`src/hdl/dispatch_pkg.sv`:
```
`default_nettype none

package dispatch_pkg;

    localparam int XLEN      = 32;
    localparam int N_ARF     = 32;
    localparam int ROB_DEPTH = 16;
    localparam int ROB_ID_W  = 4;

    // rv32i major opcodes
    localparam logic [6:0] OPC_LUI    = 7'b0110111;
    localparam logic [6:0] OPC_AUIPC  = 7'b0010111;
    localparam logic [6:0] OPC_JAL    = 7'b1101111;
    localparam logic [6:0] OPC_JALR   = 7'b1100111;
    localparam logic [6:0] OPC_BRANCH = 7'b1100011;
    localparam logic [6:0] OPC_LOAD   = 7'b0000011;
    localparam logic [6:0] OPC_STORE  = 7'b0100011;
    localparam logic [6:0] OPC_OP_IMM = 7'b0010011;
    localparam logic [6:0] OPC_OP     = 7'b0110011;

    typedef logic [XLEN-1:0]          reg_data_t;
    typedef logic [XLEN-1:0]          addr_t;
    typedef logic [$clog2(N_ARF)-1:0] arf_id_t;
    typedef logic [ROB_ID_W-1:0]      rob_id_t;
    typedef logic [31:0]              instr_t;
    typedef logic [2:0]               funct3_t;
    typedef logic [1:0]               ls_width_t;   // 00 byte, 01 half, 10 word

    typedef struct packed {
        instr_t instr;
        addr_t  pc;
        logic   is_cond_br;
        logic   br_dir_pred;        // 1 = predicted taken
        addr_t  br_target_pred;
    } ififo_entry_t;

    typedef struct packed {
        logic      valid;           // source exists
        rob_id_t   rob_id;
        logic      ready;
        reg_data_t data;
    } operand_t;

    typedef struct packed {
        operand_t  src1;
        operand_t  src2;
        logic      dst_valid;
        rob_id_t   instr_rob_id;
        reg_data_t imm;
        addr_t     pc;
        funct3_t   funct3;
        logic      is_r_type;
        logic      is_i_type;
        logic      is_u_type;
        logic      is_b_type;
        logic      is_j_type;
        logic      is_sub;
        logic      is_sra_srai;
        logic      is_lui;
        logic      is_jalr;
        logic      br_dir_pred;
        addr_t     br_target_pred;
    } iiq_entry_t;

    typedef struct packed {
        logic      ld_st;           // 0 load, 1 store
        operand_t  base;
        operand_t  st_data;
        reg_data_t imm;
        rob_id_t   instr_rob_id;
        ls_width_t width;
        logic      ld_sign;         // 1 = zero extend (lbu, lhu)
    } lsq_entry_t;

    typedef struct packed {
        logic      valid;
        rob_id_t   rob_id;
        reg_data_t data;
    } wb_t;

    typedef struct packed {
        logic    valid;
        logic    mispred;
        rob_id_t rob_id;
        addr_t   npc;
    } npc_wb_t;

    typedef struct packed {
        logic      rs1_valid;
        logic      rs2_valid;
        logic      rd_valid;
        arf_id_t   rs1;
        arf_id_t   rs2;
        arf_id_t   rd;
        funct3_t   funct3;
        reg_data_t imm;
        logic      is_r_type;
        logic      is_i_type;
        logic      is_s_type;
        logic      is_b_type;
        logic      is_u_type;
        logic      is_j_type;
        logic      is_sub;
        logic      is_sra_srai;
        logic      is_lui;
        logic      is_jalr;
        logic      is_int_instr;
        logic      is_ls_instr;
        ls_width_t ls_width;
        logic      ld_sign;
    } decoded_t;

endpackage

`default_nettype wire

```
`src/hdl/rename_table.sv`:
```
`timescale 1ns/1ns
`default_nettype none

module rename_table (
    input  wire logic                  clk,
    input  wire logic                  rst_n,
    input  wire dispatch_pkg::arf_id_t rs1,
    input  wire dispatch_pkg::arf_id_t rs2,
    output logic                       src1_spec,
    output logic                       src2_spec,
    output dispatch_pkg::rob_id_t      src1_tag,
    output dispatch_pkg::rob_id_t      src2_tag,
    input  wire logic                  rename,
    input  wire dispatch_pkg::arf_id_t rename_rd,
    input  wire dispatch_pkg::rob_id_t rename_tag,
    input  wire logic                  retire,
    input  wire dispatch_pkg::arf_id_t retire_rd,
    input  wire dispatch_pkg::rob_id_t retire_tag,
    input  wire logic                  flush
);
    logic [dispatch_pkg::N_ARF-1:0] spec;   // 1 = value lives in the rob
    dispatch_pkg::rob_id_t          tag [dispatch_pkg::N_ARF];

    assign src1_spec = spec[rs1];
    assign src2_spec = spec[rs2];
    assign src1_tag  = tag[rs1];
    assign src2_tag  = tag[rs2];

    always_ff @(posedge clk) begin
        if (!rst_n || flush) begin
            spec <= '0;
        end else begin
            // only the youngest producer may release the mapping
            if (retire && tag[retire_rd] == retire_tag) begin
                spec[retire_rd] <= 1'b0;
            end
            if (rename && rename_rd != '0) begin
                spec[rename_rd] <= 1'b1;    // overrides a clear of the same register
            end
        end
    end

    always_ff @(posedge clk) begin
        if (rename) begin
            tag[rename_rd] <= rename_tag;
        end
    end

endmodule

`default_nettype wire

```
`config.mk`:
```
export PLATFORM = sky130hd
export DESIGN_NAME = rename_table
export DESIGN_NICKNAME = d
export VERILOG_FILES = /design/src/hdl/dispatch_pkg.sv /design/src/hdl/rename_table.sv
export SDC_FILE = /design/constraint.sdc
export NUM_CORES = 1
export LEC_CHECK = 0
export BUFFER_PORTS_ARGS = -buffer_cell sky130_fd_sc_hd__buf_2
export CAP_MARGIN = 20
export CORE_MARGIN = 5
export CORE_UTILIZATION = 60
export DETAILED_ROUTE_END_ITERATION = 12
export MAX_ROUTING_LAYER = met4
export PLACE_DENSITY = 0.78
export SYNTH_ARGS = -nofsm -noshare
export SYNTH_HDL_FRONTEND = slang
export SYNTH_SLANG_ARGS = --single-unit
```
`constraint.sdc`:
```
create_clock -name clk -period 5.1 [get_ports clk]
set_input_delay 0.255 -clock clk [delete_from_list [all_inputs] [get_ports clk]]
set_output_delay 0.255 -clock clk [all_outputs]
set_load 0.05 [all_outputs]
```
==> impl_metrics.csv <==
group,metric,value,unit
clocking,cts_root_buf,"clkbuf_16",
sta,rsz0062_at_grt,"no",
clocking,clock_latency,430,ps
sta,finalCritPeriodShare,62.3,%
worst_setup_path,cp-end-kind,"output pin",
final_layout,final_util,67.1,%
clocking,cts_resized,0,
job,drv_cap,0,
clocking,clkTransAtPathRegs,60,ps
sta,fin_skew,11.8,ps
die,die_w,135,µm
final_layout,fin_cells,854,
global_routing,grt_max_degree,72,
global_routing,grt_usage,31.0,%
global_routing,grt_pass1_vias,6501,
sta,tightest_slew,1120,ps
global_routing,grt-ovfl-total,0,
synth,ys_types,40,
placed_design,globalplace.congestion,0.970,
routing,drc,0,
worst_setup_path,crit_end,"src1_tag[3]",
routing,vias_per_cell,7.71,
synth,synth_top_area_share,40.8,%
sta,hold_violations,0,
status,outcome,"complete, no violations",
synth,yosys-top-cells-area,"edfxtp_1 (41%), mux4_2 (24%), dfxtp_1 (6.8%)",
final_layout,num-nets-final,663,
worst_hold_path,holdCritPathClass,"in -> reg",
global_routing,grt_pass1_wl,40.1,mm
placed_design,port_buffers,42,
final_layout,num_antenna_cells,0,
die,start_util,61.5,%
sta,whs,78.6,ps
synth,syn_nets,648,
routing,ant_nets,0,
clocking,cts_buffers,17,
synth,synth-seq-cells,160,
die,num_rows,45,
power,power,3.16,mW
power,cellPowerDensity,307,nW/µm²
worst_setup_path,arrival,2920,ps
clocking,cts_max_path_buffers,2,
placed_design,place_inst,820,
final_layout,finish.instance_area,10300,µm²
worst_setup_path,cp.required,4850,ps
sta,setup_slack,1920,ps
placed_design,place_area,9620,µm²
placed_design,dp_slack,1690,ps
synth,yosysTopAreaCell,"edfxtp_1",
synth,syn_area_per_cell,15.3,µm²
die,die-area,18300,µm²
synth,syn_area,9420,µm²
sta,final.setup.tns,0,ps
synth,ys_seq_area_share,47.6,%
global_routing,grt_antenna_before_repair,0,
worst_setup_path,crit_path_start_kind,"input pin",
worst_setup_path,worstSetupPathType,"in -> out",
worst_setup_path,ff2ff_path_depth,8,
routing,vias,6586,
placed_design,hpwl,18.5,mm
power,ir_drop,243,µV
routing,drt_pass1_iterations,9,
worst_setup_path,r2r_slack,2460,ps
final_layout,layout-drive-gt1-share,36.1,%
sta,final.min_clock_period,3180,ps
worst_setup_path,timing.rr.end,"spec[16]",
routing,drt-total-wl,26.9,mm
worst_setup_path,cp_max_fo,25,
clocking,numClockSinks,160,
clocking,htree_levels,4,
sta,relSlewSlack,25.2,%
worst_setup_path,rr_startpoint,"tag[22][3]",
synth,synth_warnings,0,
die,pin_count,43,
worst_setup_path,startpoint,"rs1[0]",
synth,synth_cells,615,
sta,drv_slew,0,
routing,wl_per_cell,31.6,µm
power,p_leak,3.30,nW
clocking,cts_tree,"built",
clocking,hold_buffers,0,
routing,drt_iter0_drc,918,
sta,setup_viol,0,
die,core,15300,µm²
sta,fmax,314,MHz
die,die_h,135,µm
final_layout,synthToLayoutAreaGrowth,9.00,%
clocking,post_cts_buffers,0,
cells in the final DEF (no fill, tap or decap), types with 5 or more instances in the layout:
cell / instances
clkbuf_16: 17
mux2_2: 10
a311oi_2: 29
mux4_2: 100
buf_4: 7
clkbuf_8: 5
buf_2: 41
nor4_1: 23
o22ai_1: 27
nand2_1: 8
nor2_1: 71
mux2i_1: 64
nand3_1: 8
clkinv_2: 6
nand3b_1: 6
edfxtp_1: 128
nor4b_1: 10
dfxtp_1: 32
cell type report:
cell class / count / area, µm²
Multi-Input combinational cell: 401 / 4620
Clock buffer: 22 / 494
Sequential cell: 160 / 4480
Tap cell: 211 / 264
Fill cell: 1099 / 5040
Timing Repair Buffer: 50 / 305
Clock inverter: 10 / 106
worst min-delay path by stage:
stage | from | endpoint | slack (ps) | depth (start not counted)
floorplan | rename_tag[0] | tag[0][0] | 350 | 0
global route | flush | spec[0] | 80 | 3
global placement | spec[0] | spec[0] | 480 | 2
finish | flush | spec[0] | 80 | 3
CTS | flush | spec[0] | 70 | 3
detailed placement | spec[0] | spec[0] | 490 | 2
sequential cells by signal (all words and copies together), names as in the netlist:
signal  count
tag       128
spec       32
power by group:
group          switching [mW]  internal [mW]  leakage [nW]  total (mW)
Combinational           0.259          0.155          1.59       0.414
Sequential            0.00997           1.42          1.41        1.43
Clock                   0.527          0.783         0.302        1.31
cell usage after synthesis:
cell type and n:
nand3b_1 6, nand4bb_1 2, or4bb_4 1, mux2_2 10, nand3_1 8, mux4_2 100
nor4b_1 10, buf_6 6, nand2_1 8, or4b_1 2, nand4b_1 4, or3b_2 3
mux2i_1 64, o22ai_2 1, buf_12 3, o32ai_1 4, or3_1 1, a311oi_1 2
nor4_1 23, nor2b_1 4, or4bb_1 2, nor2_1 71, and2_1 1, nor3_1 1
o22ai_1 27, clkbuf_1 20, a31oi_1 1, or4_1 1, dfxtp_1 32, edfxtp_1 128
nand2b_1 5, or4b_4 2, nand4_1 1, xnor2_1 1, or2_2 2, buf_1 3
a311oi_2 29, nor3_4 1, xor2_1 3, buf_2 22
routing by layer:
| layer | up-vias | track usage (%) | share of wire (%) |
|---|---|---|---|
| met4 | 0 | 8.90 | 2.6 |
| met3 | 66 | 8.36 | 11 |
| met2 | 521 | 47.0 | 48 |
| met5 | - | - | 0 |
| met1 | 3368 | 42.1 | 38 |
| li1 | 2631 | - | - |
cell families (layout without fill, tap and decap cells):
group,after synthesis,in the layout,synth area share (%)
xor+xnor,4,4,0.372
mux,174,174,31.9
compound gates,64,64,7.17
buf+inv,54,82,3.44
flops,160,160,47.6
simple gates,159,159,9.53
critical path: stages:
cell    delay (ps)
buf_2          750
buf_4          380
mux4_2         530
mux4_2         470
mux2_2         300
buf_2          220
Note: power is estimated with default switching activity, not from simulation.
