**src/hdl/dispatch_pkg.sv**
```systemverilog
`default_nettype none

package dispatch_pkg;

    localparam int XLEN      = 32;
    localparam int N_ARF     = 32;
    localparam int ROB_DEPTH = 16;
    localparam int ROB_ID_W  = 4;

    // rv32i major opcodes
    localparam logic [6:0] OPC_LUI    = 7'b0110111;
    localparam logic [6:0] OPC_AUIPC  = 7'b0010111;
    localparam logic [6:0] OPC_JAL    = 7'b1101111;
    localparam logic [6:0] OPC_JALR   = 7'b1100111;
    localparam logic [6:0] OPC_BRANCH = 7'b1100011;
    localparam logic [6:0] OPC_LOAD   = 7'b0000011;
    localparam logic [6:0] OPC_STORE  = 7'b0100011;
    localparam logic [6:0] OPC_OP_IMM = 7'b0010011;
    localparam logic [6:0] OPC_OP     = 7'b0110011;

    typedef logic [XLEN-1:0]          reg_data_t;
    typedef logic [XLEN-1:0]          addr_t;
    typedef logic [$clog2(N_ARF)-1:0] arf_id_t;
    typedef logic [ROB_ID_W-1:0]      rob_id_t;
    typedef logic [31:0]              instr_t;
    typedef logic [2:0]               funct3_t;
    typedef logic [1:0]               ls_width_t;   // 00 byte, 01 half, 10 word

    typedef struct packed {
        instr_t instr;
        addr_t  pc;
        logic   is_cond_br;
        logic   br_dir_pred;        // 1 = predicted taken
        addr_t  br_target_pred;
    } ififo_entry_t;

    typedef struct packed {
        logic      valid;           // source exists
        rob_id_t   rob_id;
        logic      ready;
        reg_data_t data;
    } operand_t;

    typedef struct packed {
        operand_t  src1;
        operand_t  src2;
        logic      dst_valid;
        rob_id_t   instr_rob_id;
        reg_data_t imm;
        addr_t     pc;
        funct3_t   funct3;
        logic      is_r_type;
        logic      is_i_type;
        logic      is_u_type;
        logic      is_b_type;
        logic      is_j_type;
        logic      is_sub;
        logic      is_sra_srai;
        logic      is_lui;
        logic      is_jalr;
        logic      br_dir_pred;
        addr_t     br_target_pred;
    } iiq_entry_t;

    typedef struct packed {
        logic      ld_st;           // 0 load, 1 store
        operand_t  base;
        operand_t  st_data;
        reg_data_t imm;
        rob_id_t   instr_rob_id;
        ls_width_t width;
        logic      ld_sign;         // 1 = zero extend (lbu, lhu)
    } lsq_entry_t;

    typedef struct packed {
        logic      valid;
        rob_id_t   rob_id;
        reg_data_t data;
    } wb_t;

    typedef struct packed {
        logic    valid;
        logic    mispred;
        rob_id_t rob_id;
        addr_t   npc;
    } npc_wb_t;

    typedef struct packed {
        logic      rs1_valid;
        logic      rs2_valid;
        logic      rd_valid;
        arf_id_t   rs1;
        arf_id_t   rs2;
        arf_id_t   rd;
        funct3_t   funct3;
        reg_data_t imm;
        logic      is_r_type;
        logic      is_i_type;
        logic      is_s_type;
        logic      is_b_type;
        logic      is_u_type;
        logic      is_j_type;
        logic      is_sub;
        logic      is_sra_srai;
        logic      is_lui;
        logic      is_jalr;
        logic      is_int_instr;
        logic      is_ls_instr;
        ls_width_t ls_width;
        logic      ld_sign;
    } decoded_t;

endpackage

`default_nettype wire

```
**src/hdl/rob.sv**
```systemverilog
`timescale 1ns/1ns
`default_nettype none

module rob (
    input  wire logic                    clk,
    input  wire logic                    rst_n,
    input  wire logic                    alloc,
    input  wire logic                    alloc_rd_valid,
    input  wire dispatch_pkg::arf_id_t   alloc_rd,
    input  wire dispatch_pkg::addr_t     alloc_pc,
    output logic                         full,
    output dispatch_pkg::rob_id_t        alloc_tag,
    input  wire dispatch_pkg::rob_id_t   rd_tag1,
    input  wire dispatch_pkg::rob_id_t   rd_tag2,
    output logic                         rd_done1,
    output logic                         rd_done2,
    output dispatch_pkg::reg_data_t      rd_data1,
    output dispatch_pkg::reg_data_t      rd_data2,
    input  wire dispatch_pkg::wb_t       alu_wb,
    input  wire dispatch_pkg::wb_t       ld_wb,
    input  wire dispatch_pkg::npc_wb_t   alu_npc,
    output logic                         retire,
    output logic                         retire_rd_valid,
    output dispatch_pkg::arf_id_t        retire_rd,
    output dispatch_pkg::rob_id_t        retire_tag,
    output dispatch_pkg::reg_data_t      retire_data,
    output logic                         redirect,
    output dispatch_pkg::addr_t          redirect_pc
);
    dispatch_pkg::rob_id_t              head;
    dispatch_pkg::rob_id_t              tail;
    logic [dispatch_pkg::ROB_ID_W:0]    count;     // 0 .. ROB_DEPTH
    logic [dispatch_pkg::ROB_DEPTH-1:0] done;
    logic [dispatch_pkg::ROB_DEPTH-1:0] mispred;
    logic [dispatch_pkg::ROB_DEPTH-1:0] rd_valid;
    dispatch_pkg::arf_id_t              rd   [dispatch_pkg::ROB_DEPTH];
    dispatch_pkg::reg_data_t            data [dispatch_pkg::ROB_DEPTH];
    dispatch_pkg::addr_t                npc  [dispatch_pkg::ROB_DEPTH];

    assign full      = (count == (dispatch_pkg::ROB_ID_W + 1)'(dispatch_pkg::ROB_DEPTH));
    assign alloc_tag = tail;

    assign rd_done1 = done[rd_tag1];
    assign rd_done2 = done[rd_tag2];
    assign rd_data1 = data[rd_tag1];
    assign rd_data2 = data[rd_tag2];

    // in-order retire from the head
    assign retire          = (count != '0) && done[head];
    assign retire_rd_valid = rd_valid[head];
    assign retire_rd       = rd[head];
    assign retire_tag      = head;
    assign retire_data     = data[head];
    assign redirect        = retire && mispred[head];
    assign redirect_pc     = npc[head];

    always_ff @(posedge clk) begin
        if (!rst_n) begin
            head  <= '0;
            tail  <= '0;
            count <= '0;
        end else if (redirect) begin
            head  <= head + 1'b1;       // tags keep counting past the branch
            tail  <= head + 1'b1;
            count <= '0;
        end else begin
            if (alloc) tail <= tail + 1'b1;
            if (retire) head <= head + 1'b1;
            count <= count + {{dispatch_pkg::ROB_ID_W{1'b0}}, alloc}
                           - {{dispatch_pkg::ROB_ID_W{1'b0}}, retire};
        end
    end

    always_ff @(posedge clk) begin
        if (!rst_n || redirect) begin
            done <= '0;
        end else begin
            if (alloc) done[tail] <= 1'b0;
            if (alu_wb.valid) done[alu_wb.rob_id] <= 1'b1;
            if (ld_wb.valid) done[ld_wb.rob_id] <= 1'b1;    // stores complete here too
            if (alu_npc.valid) done[alu_npc.rob_id] <= 1'b1;
        end
    end

    always_ff @(posedge clk) begin
        if (alloc) begin
            rd_valid[tail] <= alloc_rd_valid;
            rd[tail]       <= alloc_rd;
            mispred[tail]  <= 1'b0;
            npc[tail]      <= alloc_pc + 32'd4; // fall-through until a branch reports
        end
        if (alu_wb.valid) data[alu_wb.rob_id] <= alu_wb.data;
        if (ld_wb.valid) data[ld_wb.rob_id] <= ld_wb.data;
        if (alu_npc.valid) begin
            mispred[alu_npc.rob_id] <= alu_npc.mispred;
            npc[alu_npc.rob_id]     <= alu_npc.npc;
        end
    end

    function automatic logic in_flight(dispatch_pkg::rob_id_t id);
        dispatch_pkg::rob_id_t off;
        off = id - head;
        return {1'b0, off} < count;
    endfunction

    a_no_alloc_full: assert property (@(posedge clk) disable iff (!rst_n)
        alloc |-> !full);

    // execution units only answer for instructions still in the buffer
    a_wb_in_flight: assert property (@(posedge clk) disable iff (!rst_n)
        (!alu_wb.valid || in_flight(alu_wb.rob_id)) &&
        (!ld_wb.valid || in_flight(ld_wb.rob_id)) &&
        (!alu_npc.valid || in_flight(alu_npc.rob_id)));

endmodule

`default_nettype wire

```
**config.mk**
```make
export PLATFORM = sky130hd
export DESIGN_NAME = rob
export DESIGN_NICKNAME = d
export VERILOG_FILES = /design/src/hdl/dispatch_pkg.sv /design/src/hdl/rob.sv
export SDC_FILE = /design/constraint.sdc
export NUM_CORES = 2
export LEC_CHECK = 0
export ABC_CLOCK_PERIOD_IN_PS = 5000
export BUFFER_PORTS_ARGS = -buffer_cell sky130_fd_sc_hd__buf_2
export CAP_MARGIN = 20
export CORE_ASPECT_RATIO = 1.5
export CORE_MARGIN = 8
export CORE_UTILIZATION = 35
export CTS_BUF_LIST = sky130_fd_sc_hd__clkbuf_8
export DETAILED_ROUTE_END_ITERATION = 10
export PLACE_DENSITY_LB_ADDON = 0.2
export SLEW_MARGIN = 30
export SYNTH_ARGS = -nofsm -noshare
export SYNTH_HDL_FRONTEND = slang
export SYNTH_SLANG_ARGS = --single-unit
```
**constraint.sdc**
```tcl
create_clock -name clk -period 5 [get_ports clk]
set_clock_uncertainty 0.1 [all_clocks]
set_input_delay 1.25 -clock clk [delete_from_list [all_inputs] [get_ports clk]]
set_output_delay 1.25 -clock clk [all_outputs]
set_load 0.01 [all_outputs]
```
==> run_results.csv <==
group,metric,value,unit
setup_path,path_buf_inv,2,
routing,antenna_left,0,
cells_and_area,fin_nets,4647,
place,gp_congestion,0.7989,
clocking,clock_path_buffers,4,
run,max_cap_violations,0,
setup_path,cp.arrival,3330,ps
clocking,cts_setup_buffers,4,
grt,antenna_found_initial,38,
sta,hold_slack,373.4,ps
routing,wirelength,230800,um
routing,via_per_inst,5.937,
setup_path,path_delay_family,"multiplexers",
power_and_ir_drop,report.power.total,24.24,mW
cells_and_area,nFillCells,17190,
clocking,clk_latency,920,ps
sta,worstMarginPinSlew,1013,ps
setup_path,crit_slowest_cell,"dfxtp_4",
logic_synthesis,ys_warn_count,0,
floorplan,rows,193,
power_and_ir_drop,vdd_drop_max,230.4,uV
setup_path,path_common_cell,"mux4_2",
clocking,htreeDepth,4,
floorplan,pin_count,308,
cells_and_area,layout_common_cells,"edfxtp_1, mux4_2, mux2_2, nor2_1, a21oi_1",
logic_synthesis,netlist_instances,4266,
routing,drtIter0Drc,4536,
place,post-place-ws,448.9,ps
setup_path,worstPathMaxFanout,71,
sta,period_minus_slack,4684,ps
setup_path,cpPeakStageDelay,640,ps
setup_path,r2r_cells,14,
setup_path,cp_cell_sequence,"buf_12, mux4_2, mux4_2, buf_2",
setup_path,r2r_end,"count[4]",
setup_path,crit_required,3650,ps
logic_synthesis,synth.avg_cell_area,15.18,um^2
logic_synthesis,synth_cell_type_count,52,
grt,groute.usage.overall,22.54,%
sta,fin_ws,315.6,ps
floorplan,core,0.1840,mm^2
setup_path,r2r_start,"retire_tag[1]",
clocking,hold_buffers,0,
cells_and_area,drive_gt1_share,44.00,%
sta,fin_crit_sh,93.69,%
clocking,root_buffer,"clkbuf_8",
clocking,cts.sinks,1169,
logic_synthesis,synth_fp_nets,4440,
place,port_buffers,307,
place,dp_hpwl,139200,um
routing,first_pass_iters,6,
clocking,cts_resized,0,
clocking,path_clk_slew,60,ps
power_and_ir_drop,leakage,24.12,nW
sta,setup_tns,0,ps
worst_hold_path,hold-path-cell-count,2,
sta,slew_viol_final,0,
routing,drc,0,
sta,finalSetupViolations,0,
grt,overflow,0,
power_and_ir_drop,power_density,329.1,mW/mm^2
floorplan,die_h,542.8,um
routing,via_count,41970,
outcome,status,"finished, final reports clean",
setup_path,start_kind,"register",
setup_path,rrSetupSlack,1130,ps
cells_and_area,synthToLayoutAreaGrowth,13.78,%
grt,grt_pass1_wl,327400,um
setup_path,crit_path_end_kind,"output pin",
clocking,tritoncts,"yes",
sta,rsz0062_at_grt,"no",
sta,hold_violations,0,
floorplan,die_area,0.1993,mm^2
routing,wl_per_cell,32.64,um
floorplan,start_util,35.19,%
logic_synthesis,seq_area_frac_synth,53.46,%
logic_synthesis,synth_area,0.06474,mm^2
clocking,cts_inserted_buffers,201,
sta,relSlewSlack,31.97,%
cells_and_area,fin_util,40.03,%
grt,grt_pass1_vias,42920,
worst_hold_path,min_path_type,"register to register",
grt,grt_max_degree,78,
sta,fmax,0.2135,GHz
worst_hold_path,min_from,"mispred[6]",
logic_synthesis,synth_seq_cells,1169,
setup_path,crit_type,"register to output pin",
cells_and_area,final_common_cell,"edfxtp_1",
worst_hold_path,min_to,"mispred[6]",
floorplan,die_w,367.2,um
==> metrics by stage <==
stage	cells	area [um^2]
after CTS	7053	73610
after global routing	7054	73630
final	7070	73670
after global placement	6701	69920
after floorplan	4266	64740
after detailed placement	6703	69980
==> worst max path at each step <==
stage,start,end,slack [ps],depth (start not counted)
4_1_cts,register,redirect_pc[2],250,4
3_3_place_gp,rd_tag1[0],rd_data1[8],460,5
2_1_floorplan,alu_wb[33],done[8],280,4
3_5_place_dp,rd_tag1[0],rd_data1[6],450,5
6_report,register,redirect_pc[1],320,4
5_1_grt,retire_tag[1],retire,190,5
==> flip-flops by register name, indices dropped and copies added, names as in the netlist, named ones only <==
signal and count:
mispred 16, data 512, rd_valid 16, alloc_tag 4, count 5, rd 80
retire_tag 4, npc 512, done 16
==> metal layers <==
metal,vias to the layer above,track usage (%),wire (um)
li1,17440,-,-
met1,21850,27.91,87070
met2,2134,38.61,115000
met3,514,5.243,19460
met4,30,8.031,9038
met5,-,0,196
==> area by class of cell <==
cell class | count | area (um^2) | share of cell area [%]
clock buffer | 207 | 2849 | 3.867
multi-input combinational | 2574 | 28550 | 38.76
inverter | 32 | 120.1 | 0.1631
clock inverter | 139 | 719.4 | 0.9766
sequential | 1169 | 34630 | 47.01
tap | 2437 | 3049 | 4.139
antenna | 17 | 42.54 | 0.05775
timing repair buffer | 495 | 3706 | 5.031
==> synth_stat cells, drive strengths merged <==
library cell	count	area share (%)
a211o	1	0.015
a211oi	7	0.081
a21o	1	0.012
a21oi	472	3.7
a221oi	3	0.041
a31o	1	0.014
a31oi	1	0.0097
and2	2	0.019
and3	5	0.050
and3b	4	0.054
and4	1	0.014
buf	116	0.83
clkbuf	375	2.2
clkinv	1	0.0058
dfxtp	49	1.5
edfxtp	1120	52
fa	1	0.031
ha	12	0.23
inv	31	0.18
mux2	541	9.4
mux2i	9	0.14
mux4	686	24
nand2	117	0.68
nand2b	13	0.13
nand3	53	0.41
nand3b	4	0.046
nand4	18	0.18
nor2	493	2.9
nor2b	10	0.097
nor3	26	0.20
nor3b	2	0.023
nor4	5	0.071
nor4b	1	0.014
o21ai	26	0.20
o21bai	2	0.023
o22ai	9	0.087
o31ai	1	0.012
or2	3	0.029
or3	5	0.048
or3b	1	0.014
xnor2	14	0.20
xor2	24	0.32
==> where the power goes <==
part / switching [mW] / internal [mW] / total (mW)
Clock: 4.18 / 4.08 / 8.25
Sequential: 0.228 / 11.1 / 11.4
Combinational: 2.33 / 2.28 / 4.61
==> kinds of logic after synthesis <==
family / Yosys count / share of synthesized area, %
DFF: 1169 / 53.46
buffers and inverters: 523 / 3.208
and+or+nand+nor: 763 / 4.936
xor gates and xnor gates: 38 / 0.5257
adders and majority gates: 13 / 0.2628
AOI/OAI and AO/OA: 524 / 4.161
muxes: 1236 / 33.45
==> tightest hold or removal path, cell delays in order, from the launching register on <==
cell,delay (ps)
dfxtp_1,320
nand3_1,60
o21ai_0,60
(Power assumes the default switching activity.)
