**src/hdl/dispatch_pkg.sv**
```systemverilog
`default_nettype none

package dispatch_pkg;

    localparam int XLEN      = 32;
    localparam int N_ARF     = 32;
    localparam int ROB_DEPTH = 16;
    localparam int ROB_ID_W  = 4;

    // rv32i major opcodes
    localparam logic [6:0] OPC_LUI    = 7'b0110111;
    localparam logic [6:0] OPC_AUIPC  = 7'b0010111;
    localparam logic [6:0] OPC_JAL    = 7'b1101111;
    localparam logic [6:0] OPC_JALR   = 7'b1100111;
    localparam logic [6:0] OPC_BRANCH = 7'b1100011;
    localparam logic [6:0] OPC_LOAD   = 7'b0000011;
    localparam logic [6:0] OPC_STORE  = 7'b0100011;
    localparam logic [6:0] OPC_OP_IMM = 7'b0010011;
    localparam logic [6:0] OPC_OP     = 7'b0110011;

    typedef logic [XLEN-1:0]          reg_data_t;
    typedef logic [XLEN-1:0]          addr_t;
    typedef logic [$clog2(N_ARF)-1:0] arf_id_t;
    typedef logic [ROB_ID_W-1:0]      rob_id_t;
    typedef logic [31:0]              instr_t;
    typedef logic [2:0]               funct3_t;
    typedef logic [1:0]               ls_width_t;   // 00 byte, 01 half, 10 word

    typedef struct packed {
        instr_t instr;
        addr_t  pc;
        logic   is_cond_br;
        logic   br_dir_pred;        // 1 = predicted taken
        addr_t  br_target_pred;
    } ififo_entry_t;

    typedef struct packed {
        logic      valid;           // source exists
        rob_id_t   rob_id;
        logic      ready;
        reg_data_t data;
    } operand_t;

    typedef struct packed {
        operand_t  src1;
        operand_t  src2;
        logic      dst_valid;
        rob_id_t   instr_rob_id;
        reg_data_t imm;
        addr_t     pc;
        funct3_t   funct3;
        logic      is_r_type;
        logic      is_i_type;
        logic      is_u_type;
        logic      is_b_type;
        logic      is_j_type;
        logic      is_sub;
        logic      is_sra_srai;
        logic      is_lui;
        logic      is_jalr;
        logic      br_dir_pred;
        addr_t     br_target_pred;
    } iiq_entry_t;

    typedef struct packed {
        logic      ld_st;           // 0 load, 1 store
        operand_t  base;
        operand_t  st_data;
        reg_data_t imm;
        rob_id_t   instr_rob_id;
        ls_width_t width;
        logic      ld_sign;         // 1 = zero extend (lbu, lhu)
    } lsq_entry_t;

    typedef struct packed {
        logic      valid;
        rob_id_t   rob_id;
        reg_data_t data;
    } wb_t;

    typedef struct packed {
        logic    valid;
        logic    mispred;
        rob_id_t rob_id;
        addr_t   npc;
    } npc_wb_t;

    typedef struct packed {
        logic      rs1_valid;
        logic      rs2_valid;
        logic      rd_valid;
        arf_id_t   rs1;
        arf_id_t   rs2;
        arf_id_t   rd;
        funct3_t   funct3;
        reg_data_t imm;
        logic      is_r_type;
        logic      is_i_type;
        logic      is_s_type;
        logic      is_b_type;
        logic      is_u_type;
        logic      is_j_type;
        logic      is_sub;
        logic      is_sra_srai;
        logic      is_lui;
        logic      is_jalr;
        logic      is_int_instr;
        logic      is_ls_instr;
        ls_width_t ls_width;
        logic      ld_sign;
    } decoded_t;

endpackage

`default_nettype wire

```
**src/hdl/decode.sv**
```systemverilog
`timescale 1ns/1ns
`default_nettype none

module decode (
    input  wire dispatch_pkg::instr_t instr,
    output dispatch_pkg::decoded_t    dec
);
    logic [6:0]              opcode;
    logic                    alt;       // funct7 bit 5 selects sub / sra
    dispatch_pkg::reg_data_t imm_i;
    dispatch_pkg::reg_data_t imm_s;
    dispatch_pkg::reg_data_t imm_b;
    dispatch_pkg::reg_data_t imm_u;
    dispatch_pkg::reg_data_t imm_j;

    assign opcode = instr[6:0];
    assign alt    = instr[30];

    assign imm_i = {{20{instr[31]}}, instr[31:20]};
    assign imm_s = {{20{instr[31]}}, instr[31:25], instr[11:7]};
    assign imm_b = {{19{instr[31]}}, instr[31], instr[7], instr[30:25], instr[11:8], 1'b0};
    assign imm_u = {instr[31:12], 12'b0};
    assign imm_j = {{11{instr[31]}}, instr[31], instr[19:12], instr[20], instr[30:21], 1'b0};

    always_comb begin
        dec        = '0;
        dec.rs1    = instr[19:15];
        dec.rs2    = instr[24:20];
        dec.rd     = instr[11:7];
        dec.funct3 = instr[14:12];
        case (opcode)
            dispatch_pkg::OPC_LUI, dispatch_pkg::OPC_AUIPC: begin
                dec.rd_valid     = 1'b1;
                dec.is_u_type    = 1'b1;
                dec.is_lui       = (opcode == dispatch_pkg::OPC_LUI);
                dec.is_int_instr = 1'b1;
                dec.imm          = imm_u;
            end
            dispatch_pkg::OPC_JAL: begin
                dec.rd_valid     = 1'b1;
                dec.is_j_type    = 1'b1;
                dec.is_int_instr = 1'b1;
                dec.imm          = imm_j;
            end
            dispatch_pkg::OPC_JALR: begin
                dec.rs1_valid    = 1'b1;
                dec.rd_valid     = 1'b1;
                dec.is_i_type    = 1'b1;
                dec.is_jalr      = 1'b1;
                dec.is_int_instr = 1'b1;
                dec.imm          = imm_i;
            end
            dispatch_pkg::OPC_BRANCH: begin
                dec.rs1_valid    = 1'b1;
                dec.rs2_valid    = 1'b1;
                dec.is_b_type    = 1'b1;    // no destination
                dec.is_int_instr = 1'b1;
                dec.imm          = imm_b;
            end
            dispatch_pkg::OPC_LOAD: begin
                dec.rs1_valid   = 1'b1;
                dec.rd_valid    = 1'b1;
                dec.is_i_type   = 1'b1;
                dec.is_ls_instr = 1'b1;
                dec.imm         = imm_i;
                dec.ls_width    = instr[13:12];
                dec.ld_sign     = instr[14];
            end
            dispatch_pkg::OPC_STORE: begin
                dec.rs1_valid   = 1'b1;
                dec.rs2_valid   = 1'b1;
                dec.is_s_type   = 1'b1;
                dec.is_ls_instr = 1'b1;
                dec.imm         = imm_s;
                dec.ls_width    = instr[13:12];
            end
            dispatch_pkg::OPC_OP_IMM: begin
                dec.rs1_valid    = 1'b1;
                dec.rd_valid     = 1'b1;
                dec.is_i_type    = 1'b1;
                dec.is_int_instr = 1'b1;
                dec.imm          = imm_i;
                dec.is_sra_srai  = (instr[14:12] == 3'b101) && alt;
            end
            dispatch_pkg::OPC_OP: begin
                dec.rs1_valid    = 1'b1;
                dec.rs2_valid    = 1'b1;
                dec.rd_valid     = 1'b1;
                dec.is_r_type    = 1'b1;
                dec.is_int_instr = 1'b1;
                dec.is_sub       = (instr[14:12] == 3'b000) && alt;
                dec.is_sra_srai  = (instr[14:12] == 3'b101) && alt;
            end
            default: ;
        endcase
        if (dec.rd == '0) begin
            dec.rd_valid = 1'b0;        // writes to x0 are dropped, never renamed
        end
    end

endmodule

`default_nettype wire

```
**config.mk**
```make
export PLATFORM = sky130hd
export DESIGN_NAME = decode
export DESIGN_NICKNAME = d
export VERILOG_FILES = /design/src/hdl/dispatch_pkg.sv /design/src/hdl/decode.sv
export SDC_FILE = /design/constraint.sdc
export NUM_CORES = 1
export LEC_CHECK = 0
export BUFFER_PORTS_ARGS = -buffer_cell sky130_fd_sc_hd__buf_4
export CAP_MARGIN = 5
export CORE_MARGIN = 3
export CORE_UTILIZATION = 31
export DETAILED_ROUTE_END_ITERATION = 7
export GPL_TIMING_DRIVEN = 0
export PLACE_DENSITY = 0.81
export REMOVE_ABC_BUFFERS = 1
export SLEW_MARGIN = 0
export SYNTH_ARGS = -nofsm -noshare
export SYNTH_HDL_FRONTEND = slang
export SYNTH_SLANG_ARGS = --single-unit
```
**constraint.sdc**
```tcl
create_clock -name vclk -period 1.1
set_clock_uncertainty 0.05 [all_clocks]
set_input_delay 0.055 -clock vclk [all_inputs]
set_output_delay 0.055 -clock vclk [all_outputs]
set_load 0.02 [all_outputs]
```
==> results of run 1 <==
[what timing repair did]
action	in CTS	in global routing
cloned	1	0
setup endpoints to repair	47	48
setup buffers	14	5
resized for setup	62	27
hold buffers	0	0
pin swaps	22	17
[Yosys cell counts, drive strengths merged (2+ instances only)]
master,number
buf,24
nand2b,2
and3,2
and2,13
a21oi,3
nor3b,2
a22o,5
nor3,4
nand2,4
inv,3
a21o,20
nor2,4
[layer usage]
metal | vias to the layer above | routed length (um)
met3 | 10 | 324
li1 | 555 | -
met1 | 589 | 1530
met2 | 78 | 2260
met5 | - | 0
met4 | 0 | 72
[through the flow]
stage / std cells / hold slack, ps / power (mW) / setup TNS [ps] / util, %
floorplan: 81 / 60.0 / 0.120 / -5210 / -
global placement: 209 / 270 / 0.407 / -13650 / 60.3
detailed placement: 209 / 269 / 0.411 / -14850 / 60.3
CTS: 224 / 270 / 0.473 / -4180 / 74.7
global route: 229 / 274 / 0.547 / -7960 / 81.2
finish: 229 / 269 / 0.524 / -6300 / 81.2
[worst max-delay path, stage by stage]
cell and delay [ps]:
buf_8 100, nand4bb_4 320, buf_4 210, nor3_4 230, and2_1 160, buf_4 140
[cells by family after synthesis]
group,after synthesis
mux,1
compound gates,37
buf+inv,27
simple gates,40
[layout make-up]
type	count	area share, %
timing repair buffer	119	58.1
multi-input combinational	79	39.4
tap	28	1.86
inverter	3	0.598
[worst paths after layout]
check / cells after the start / from / to
max: 6 / instr[3] / dec[1]
min: 2 / instr[15] / dec[60]
[where the power goes]
group | internal (mW) | switching [mW]
clock network | 0 | 0
registers | 0 | 0
logic | 0.262 | 0.261
total | 0.262 | 0.261
==> impl_metrics.json, run 1 <==
{
  "fp.coreArea_um2": 2320,
  "start_util_pct": 34.1,
  "post-route-period-util_pct": 120,
  "use_met2_pct": 43.6,
  "antenna_found_initial": 0,
  "use_met3_pct": 4.37,
  "num_io_pins": 100,
  "drc_errors": 0,
  "cp.required_ps": 1000,
  "synthDistinctLibCells": 36,
  "rows": 17,
  "yosysSeqAreaShare_pct": 0,
  "synth_xor_area_share_pct": 0,
  "mostFrequentLayoutCell": "buf_4",
  "yosys.area_share.simple_pct": 35.2,
  "antenna_cells": 0,
  "vias": 1232,
  "slew_headroom_pct": 79.6,
  "yosys-top-cells-area": "a21o_1 18%, buf_4 17%, and2_1 9.5%",
  "gr-total-overflow": 0,
  "fillers": 146,
  "final_area_um2": 1880,
  "avgRoutedWirePerCell_um": 18.2,
  "setup_viol": 44,
  "viasPerCell": 5.38,
  "synth_area_leader_cell": "a21o_1",
  "fin_crit_ps": 1320,
  "syn_inst": 105,
  "grt_pass1_wl_um": 6060,
  "fin_nets": 235,
  "dr.first_iter.drc_count": 41,
  "yosys_warnings": 0,
  "dp_hpwl_um": 2590,
  "startpoint_type": "primary input",
  "port_buffers": 100,
  "multi_input_area_um2": 742,
  "seqCellArea_um2": 0,
  "powerDensity_nw_per_um2": 278,
  "dp_slack_ps": -503,
  "die-area_um2": 3190,
  "final_cell_mix": "72 x buf_4, 42 x buf_6, 19 x a21o_1",
  "worst_setup_path_end_kind": "output port",
  "die_x_um": 56.5,
  "nClkBuffers": 0,
  "muxShareOfSynthArea_pct": 1.43,
  "fmax_mhz": 759,
  "die_h_um": 56.5,
  "syn_area_um2": 790,
  "syn_area_per_cell_um2": 7.52,
  "fin_ws_ps": -218,
  "synth_compound_area_share_pct": 39.5,
  "grt_pass1_vias": 1243,
  "synthAdderAreaFrac_pct": 0,
  "placed_cell_area_um2": 1400,
  "hp-class": "primary input to output port",
  "leakage_nw": 1.09,
  "worstPathArrival_ps": 1210,
  "design.seq.count": 0,
  "violations": "negative setup slack",
  "hold_viol": 0,
  "drt-total-wl_um": 4180,
  "worstSetupPathType": "primary input to output port",
  "gp_congestion": 0.785,
  "firstDrtPassIters": 5,
  "rsz0062_at_grt": "yes",
  "slew_viol_final": 0,
  "grt-busiest-layer": "met2",
  "outcome": "finished with violations",
  "vdd_drop_max_mv": 0.248,
  "worstPathMaxFanout": 5,
  "areaGrowthSynthToFinish_pct": 138,
  "ant_nets": 0,
  "met1_usage_pct": 25.3,
  "drive_gt1_share_pct": 76.1,
  "grt_usage_pct": 22.8,
  "synth_top_family_by_area": "compound AO/OA/AOI/OAI gates",
  "synth_top_cell_area_share_pct": 18.1,
  "grt_max_degree": 13,
  "cap_violations": 0,
  "worstMarginPinSlew_ps": 304
}
No activity file was read; power rests on OpenSTA's default activity.
==> inputs of run 2 (changes only) <==
--- a/config.mk
+++ b/config.mk
@@ -5,7 +5,7 @@
 export SDC_FILE = /design/constraint.sdc
 export NUM_CORES = 1
 export LEC_CHECK = 0
-export BUFFER_PORTS_ARGS = -buffer_cell sky130_fd_sc_hd__buf_4
+export BUFFER_PORTS_ARGS = -buffer_cell sky130_fd_sc_hd__buf_2
 export CAP_MARGIN = 5
 export CORE_MARGIN = 3
 export CORE_UTILIZATION = 31
==> run 2 against run 1 <==
Against the previous run:
- the flow still finishes with violations (negative setup slack)
- worst setup slack better by 51 ps
- via count down 7.5%
- combinational power decreased by 15%
- core utilization decreased by 8.1 points
- critical endpoint is now dec[26]
- maximum frequency grew 4.1%
- non-clock buffer count decreased by 7
==> impl_metrics.json, run 2 (same netlist as run 1, synthesis figures left out) <==
{
  "outcome": "finished with violations",
  "violations": "negative setup slack",
  "grt_pass1_vias": 1104,
  "hold_viol": 0,
  "grt_usage_pct": 18.9,
  "timing.hold.ws_ps": 296,
  "fin_crit_ps": 1270,
  "antenna_found_initial": 0,
  "final_cell_mix": "52 x buf_2, 46 x buf_6, 19 x a21o_1",
  "dr.first_iter.drc_count": 22,
  "swShare_pct": 53.6,
  "die_h_um": 56.5,
  "firstDrtPassIters": 4,
  "mostFrequentLayoutCell": "buf_2",
  "worstMarginPinSlew_ps": 358,
  "die_x_um": 56.5,
  "drive_gt1_share_pct": 72.7,
  "rows": 17,
  "ctsHoldBuffers": 0,
  "die-area_um2": 3190,
  "num_io_pins": 100,
  "hp-class": "primary input to output port",
  "worstPathArrival_ps": 1160,
  "ant_nets": 0,
  "p_seq_share_pct": 0,
  "nClkBuffers": 0,
  "areaGrowthSynthToFinish_pct": 114,
  "viasPerCell": 5.14,
  "fmax_mhz": 790,
  "fin_nets": 228,
  "worstSetupPathType": "primary input to output port",
  "power.share.clock_pct": 0,
  "antenna_cells": 0,
  "internal_power_mw": 0.207,
  "setup-tns-final_ps": -4730,
  "fillers": 165,
  "fin_ws_ps": -166,
  "startpoint_type": "primary input",
  "worst_setup_path_end_kind": "output port",
  "cap_violations": 0,
  "setup_viol": 44,
  "drc_errors": 0,
  "powerDensity_nw_per_um2": 264,
  "port_buffers": 100,
  "path_cells": "buf_8 > nand4bb_4 > nor3b_4 > and2_4 > a221o_1 > buf_6",
  "post-route-period-util_pct": 115,
  "multi_input_area_um2": 716,
  "vdd_drop_max_mv": 0.222,
  "dp.cells": 209,
  "gr-total-overflow": 0,
  "cp.required_ps": 1000,
  "grt_max_degree": 13,
  "fin_cells": 222,
  "seqCellArea_um2": 0,
  "start_util_pct": 34.1,
  "cp.buffers_inverters": 2,
  "grt_pass1_wl_um": 5130,
  "vias": 1140,
  "design.seq.count": 0,
  "slowest_delay_ps": 290,
  "comb_power_share_pct": 100.0,
  "cp_slowest_cell": "nand4bb_4",
  "path_delay_family": "simple AND/OR/NAND/NOR gates",
  "leakage_nw": 1.02,
  "dp_hpwl_um": 2350,
  "avgRoutedWirePerCell_um": 15.7,
  "gp_congestion": 0.821,
  "drt-total-wl_um": 3480,
  "rsz0062_at_grt": "yes",
  "slew_headroom_pct": 76.0,
  "p_switching_mw": 0.239,
  "worstPathMaxFanout": 5,
  "fp.coreArea_um2": 2320,
  "slew_viol_final": 0
}
## run 2: cell types whose count changed in the layout (fill, tap and decap cells not counted), sizes merged
| cell | before | now |
|---|---|---|
| buf | 119 | 112 |
## run 2: path summary, 6_finish.rpt
kind              startpoint  endpoint  slack [ps]  cells after the start
setup / recovery    instr[3]   dec[26]        -170                      6
hold / removal     instr[19]   dec[64]         300                      2
## run 2: repair_timing
action | in CTS | in global routing
setup endpoints to repair | 47 | 48
cloned | 1 | 0
setup buffers | 9 | 3
gates resized for setup | 113 | 19
pin swaps | 28 | 16
## run 2: power by group through the flow
stage	logic [mW]	registers (mW)	clock network (mW)
6_report	0.446	0	0
5_1_grt	0.472	0	0
4_1_cts	0.426	0	0
3_5_place_dp	0.337	0	0
3_3_place_gp	0.336	0	0
2_1_floorplan	0.120	0	0
## run 2: metal layers
metal / wire (um) / vias to the layer above / track usage [%] / share of wire, %
li1: - / 541 / - / -
met1: 1390 / 536 / 24.6 / 40
met2: 1810 / 61 / 34.7 / 52
met5: 0 / - / 0 / 0
met4: 21 / 0 / 1.02 / 0.60
met3: 266 / 2 / 2.07 / 7.6
## run 2: cell type report
class	count	share of cell area (%)
inverters	3	0.665
multi-input cells	79	42.3
well taps	28	2.07
repair buffers	112	55.0
## run 2: through the flow
stage / setup WS, ps / utilization [%] / cell area (um2) / power (mW)
finish: -166 / 73.0 / 1690 / 0.446
global route: -236 / 73.0 / 1690 / 0.472
CTS: -149 / 68.8 / 1590 / 0.426
detailed placement: -558 / 49.5 / 1150 / 0.337
global placement: -554 / 49.5 / 1150 / 0.336
floorplan: -355 / - / 612 / 0.120
==> inputs of run 3 (changes only) <==
--- a/config.mk
+++ b/config.mk
@@ -6,8 +6,8 @@
 export NUM_CORES = 1
 export LEC_CHECK = 0
 export BUFFER_PORTS_ARGS = -buffer_cell sky130_fd_sc_hd__buf_2
-export CAP_MARGIN = 5
-export CORE_MARGIN = 3
+export CAP_MARGIN = 40
+export CORE_MARGIN = 2
 export CORE_UTILIZATION = 31
 export DETAILED_ROUTE_END_ITERATION = 7
 export GPL_TIMING_DRIVEN = 0
==> run 3 against run 2 <==
Against the previous run:
- the run still ends with negative setup slack left
- critical endpoint is now dec[65]
- worst hold slack gained 2.5 ps
- first-iteration DRC count fell by 45%
- flip-flop and latch count unchanged
- largest cell class unchanged
- worst setup slack worse by 59 ps
- wire length up 9.7%
==> impl_metrics.json, run 3 (same netlist as run 1, synthesis figures left out) <==
{
  "outcome": "finished with violations",
  "violations": "negative setup slack",
  "fmax_mhz": 755,
  "viasPerCell": 5.24,
  "grt_usage_pct": 23.4,
  "worstPathArrival_ps": 1220,
  "num_io_pins": 100,
  "die_x_um": 54.5,
  "hold_viol": 0,
  "rsz0062_at_grt": "yes",
  "placed_cell_area_um2": 1150,
  "nClkBuffers": 0,
  "worstMarginPinSlew_ps": 316,
  "fin_cells": 229,
  "dp.cells": 211,
  "final_area_um2": 1770,
  "die-area_um2": 2970,
  "grt_pass1_vias": 1045,
  "die_h_um": 54.5,
  "slew_headroom_pct": 78.8,
  "vdd_drop_max_mv": 0.184,
  "fp.coreArea_um2": 2450,
  "dp_hpwl_um": 2360,
  "startpoint_type": "primary input",
  "ant_nets": 0,
  "seqCellArea_um2": 0,
  "timing.hold.ws_ps": 299,
  "design.seq.count": 0,
  "gp_congestion": 0.850,
  "firstDrtPassIters": 4,
  "leakage_nw": 1.05,
  "port_buffers": 100,
  "rows": 18,
  "cap_violations": 0,
  "cp.required_ps": 1000,
  "fin_nets": 233,
  "powerDensity_nw_per_um2": 268,
  "p_total_mw": 0.474,
  "post-route-period-util_pct": 120,
  "drt-total-wl_um": 3820,
  "worst_setup_path_end_kind": "output port",
  "gr-total-overflow": 0,
  "avgRoutedWirePerCell_um": 16.7,
  "grt_pass1_wl_um": 5080,
  "worstSetupPathType": "primary input to output port",
  "slew_viol_final": 0,
  "mostFrequentLayoutCell": "buf_2",
  "ctsHoldBuffers": 0,
  "setup_viol": 44,
  "worstPathMaxFanout": 5,
  "drive_gt1_share_pct": 75.9,
  "vias": 1201,
  "antenna_found_initial": 0,
  "start_util_pct": 32.2,
  "setup-tns-final_ps": -6100,
  "fin_ws_ps": -225,
  "areaGrowthSynthToFinish_pct": 124,
  "antenna_cells": 0,
  "drc_errors": 0,
  "hp-class": "primary input to output port",
  "final_cell_mix": "48 x buf_2, 45 x buf_6, 19 x a21o_1",
  "dp_slack_ps": -563,
  "fin_crit_ps": 1320,
  "grt_max_degree": 13,
  "dr.first_iter.drc_count": 12,
  "hold_depth": 2,
  "fin_util_pct": 72.2
}
-- run 3: final cells by class --
type | count | area [um2]
Tap cell | 30 | 37.5
Fill cell | 176 | 683
Inverter | 3 | 11.3
Multi-Input combinational cell | 79 | 736
Timing Repair Buffer | 117 | 987
-- run 3: critical path, cell delays in order --
cell and delay (ps):
buf_8 100, nand4bb_4 300, buf_4 200, nor2_4 100, nand3_4 110, a32oi_1 200
buf_4 170
-- run 3: final timing paths --
path | from | to | slack (ps)
setup / recovery | instr[3] | dec[65] | -220
hold / removal | instr[19] | dec[64] | 300
-- run 3: repair_timing --
action | 4_1_cts | 5_1_grt
resized for setup | 123 | 25
gates cloned | 1 | 0
hold endpoints to repair | 0 | 0
endpoints found under the setup margin | 48 | 48
pin swaps | 32 | 9
setup buffers | 14 | 4
-- run 3: routing by layer --
| metal | routed length [um] | part of all wire, % | global-route usage, % |
|---|---|---|---|
| met2 | 2110 | 55 | 43.4 |
| met5 | 0 | 0 | 0 |
| met3 | 242 | 6.3 | 3.01 |
| met4 | 87 | 2.3 | 4.58 |
| met1 | 1380 | 36 | 28.6 |
-- run 3: report_power, final --
| part | internal, mW | switching [mW] | total (mW) |
|---|---|---|---|
| combinational | 0.221 | 0.253 | 0.474 |
| sequential | 0 | 0 | 0 |
| clock | 0 | 0 | 0 |
| total | 0.221 | 0.253 | 0.474 |
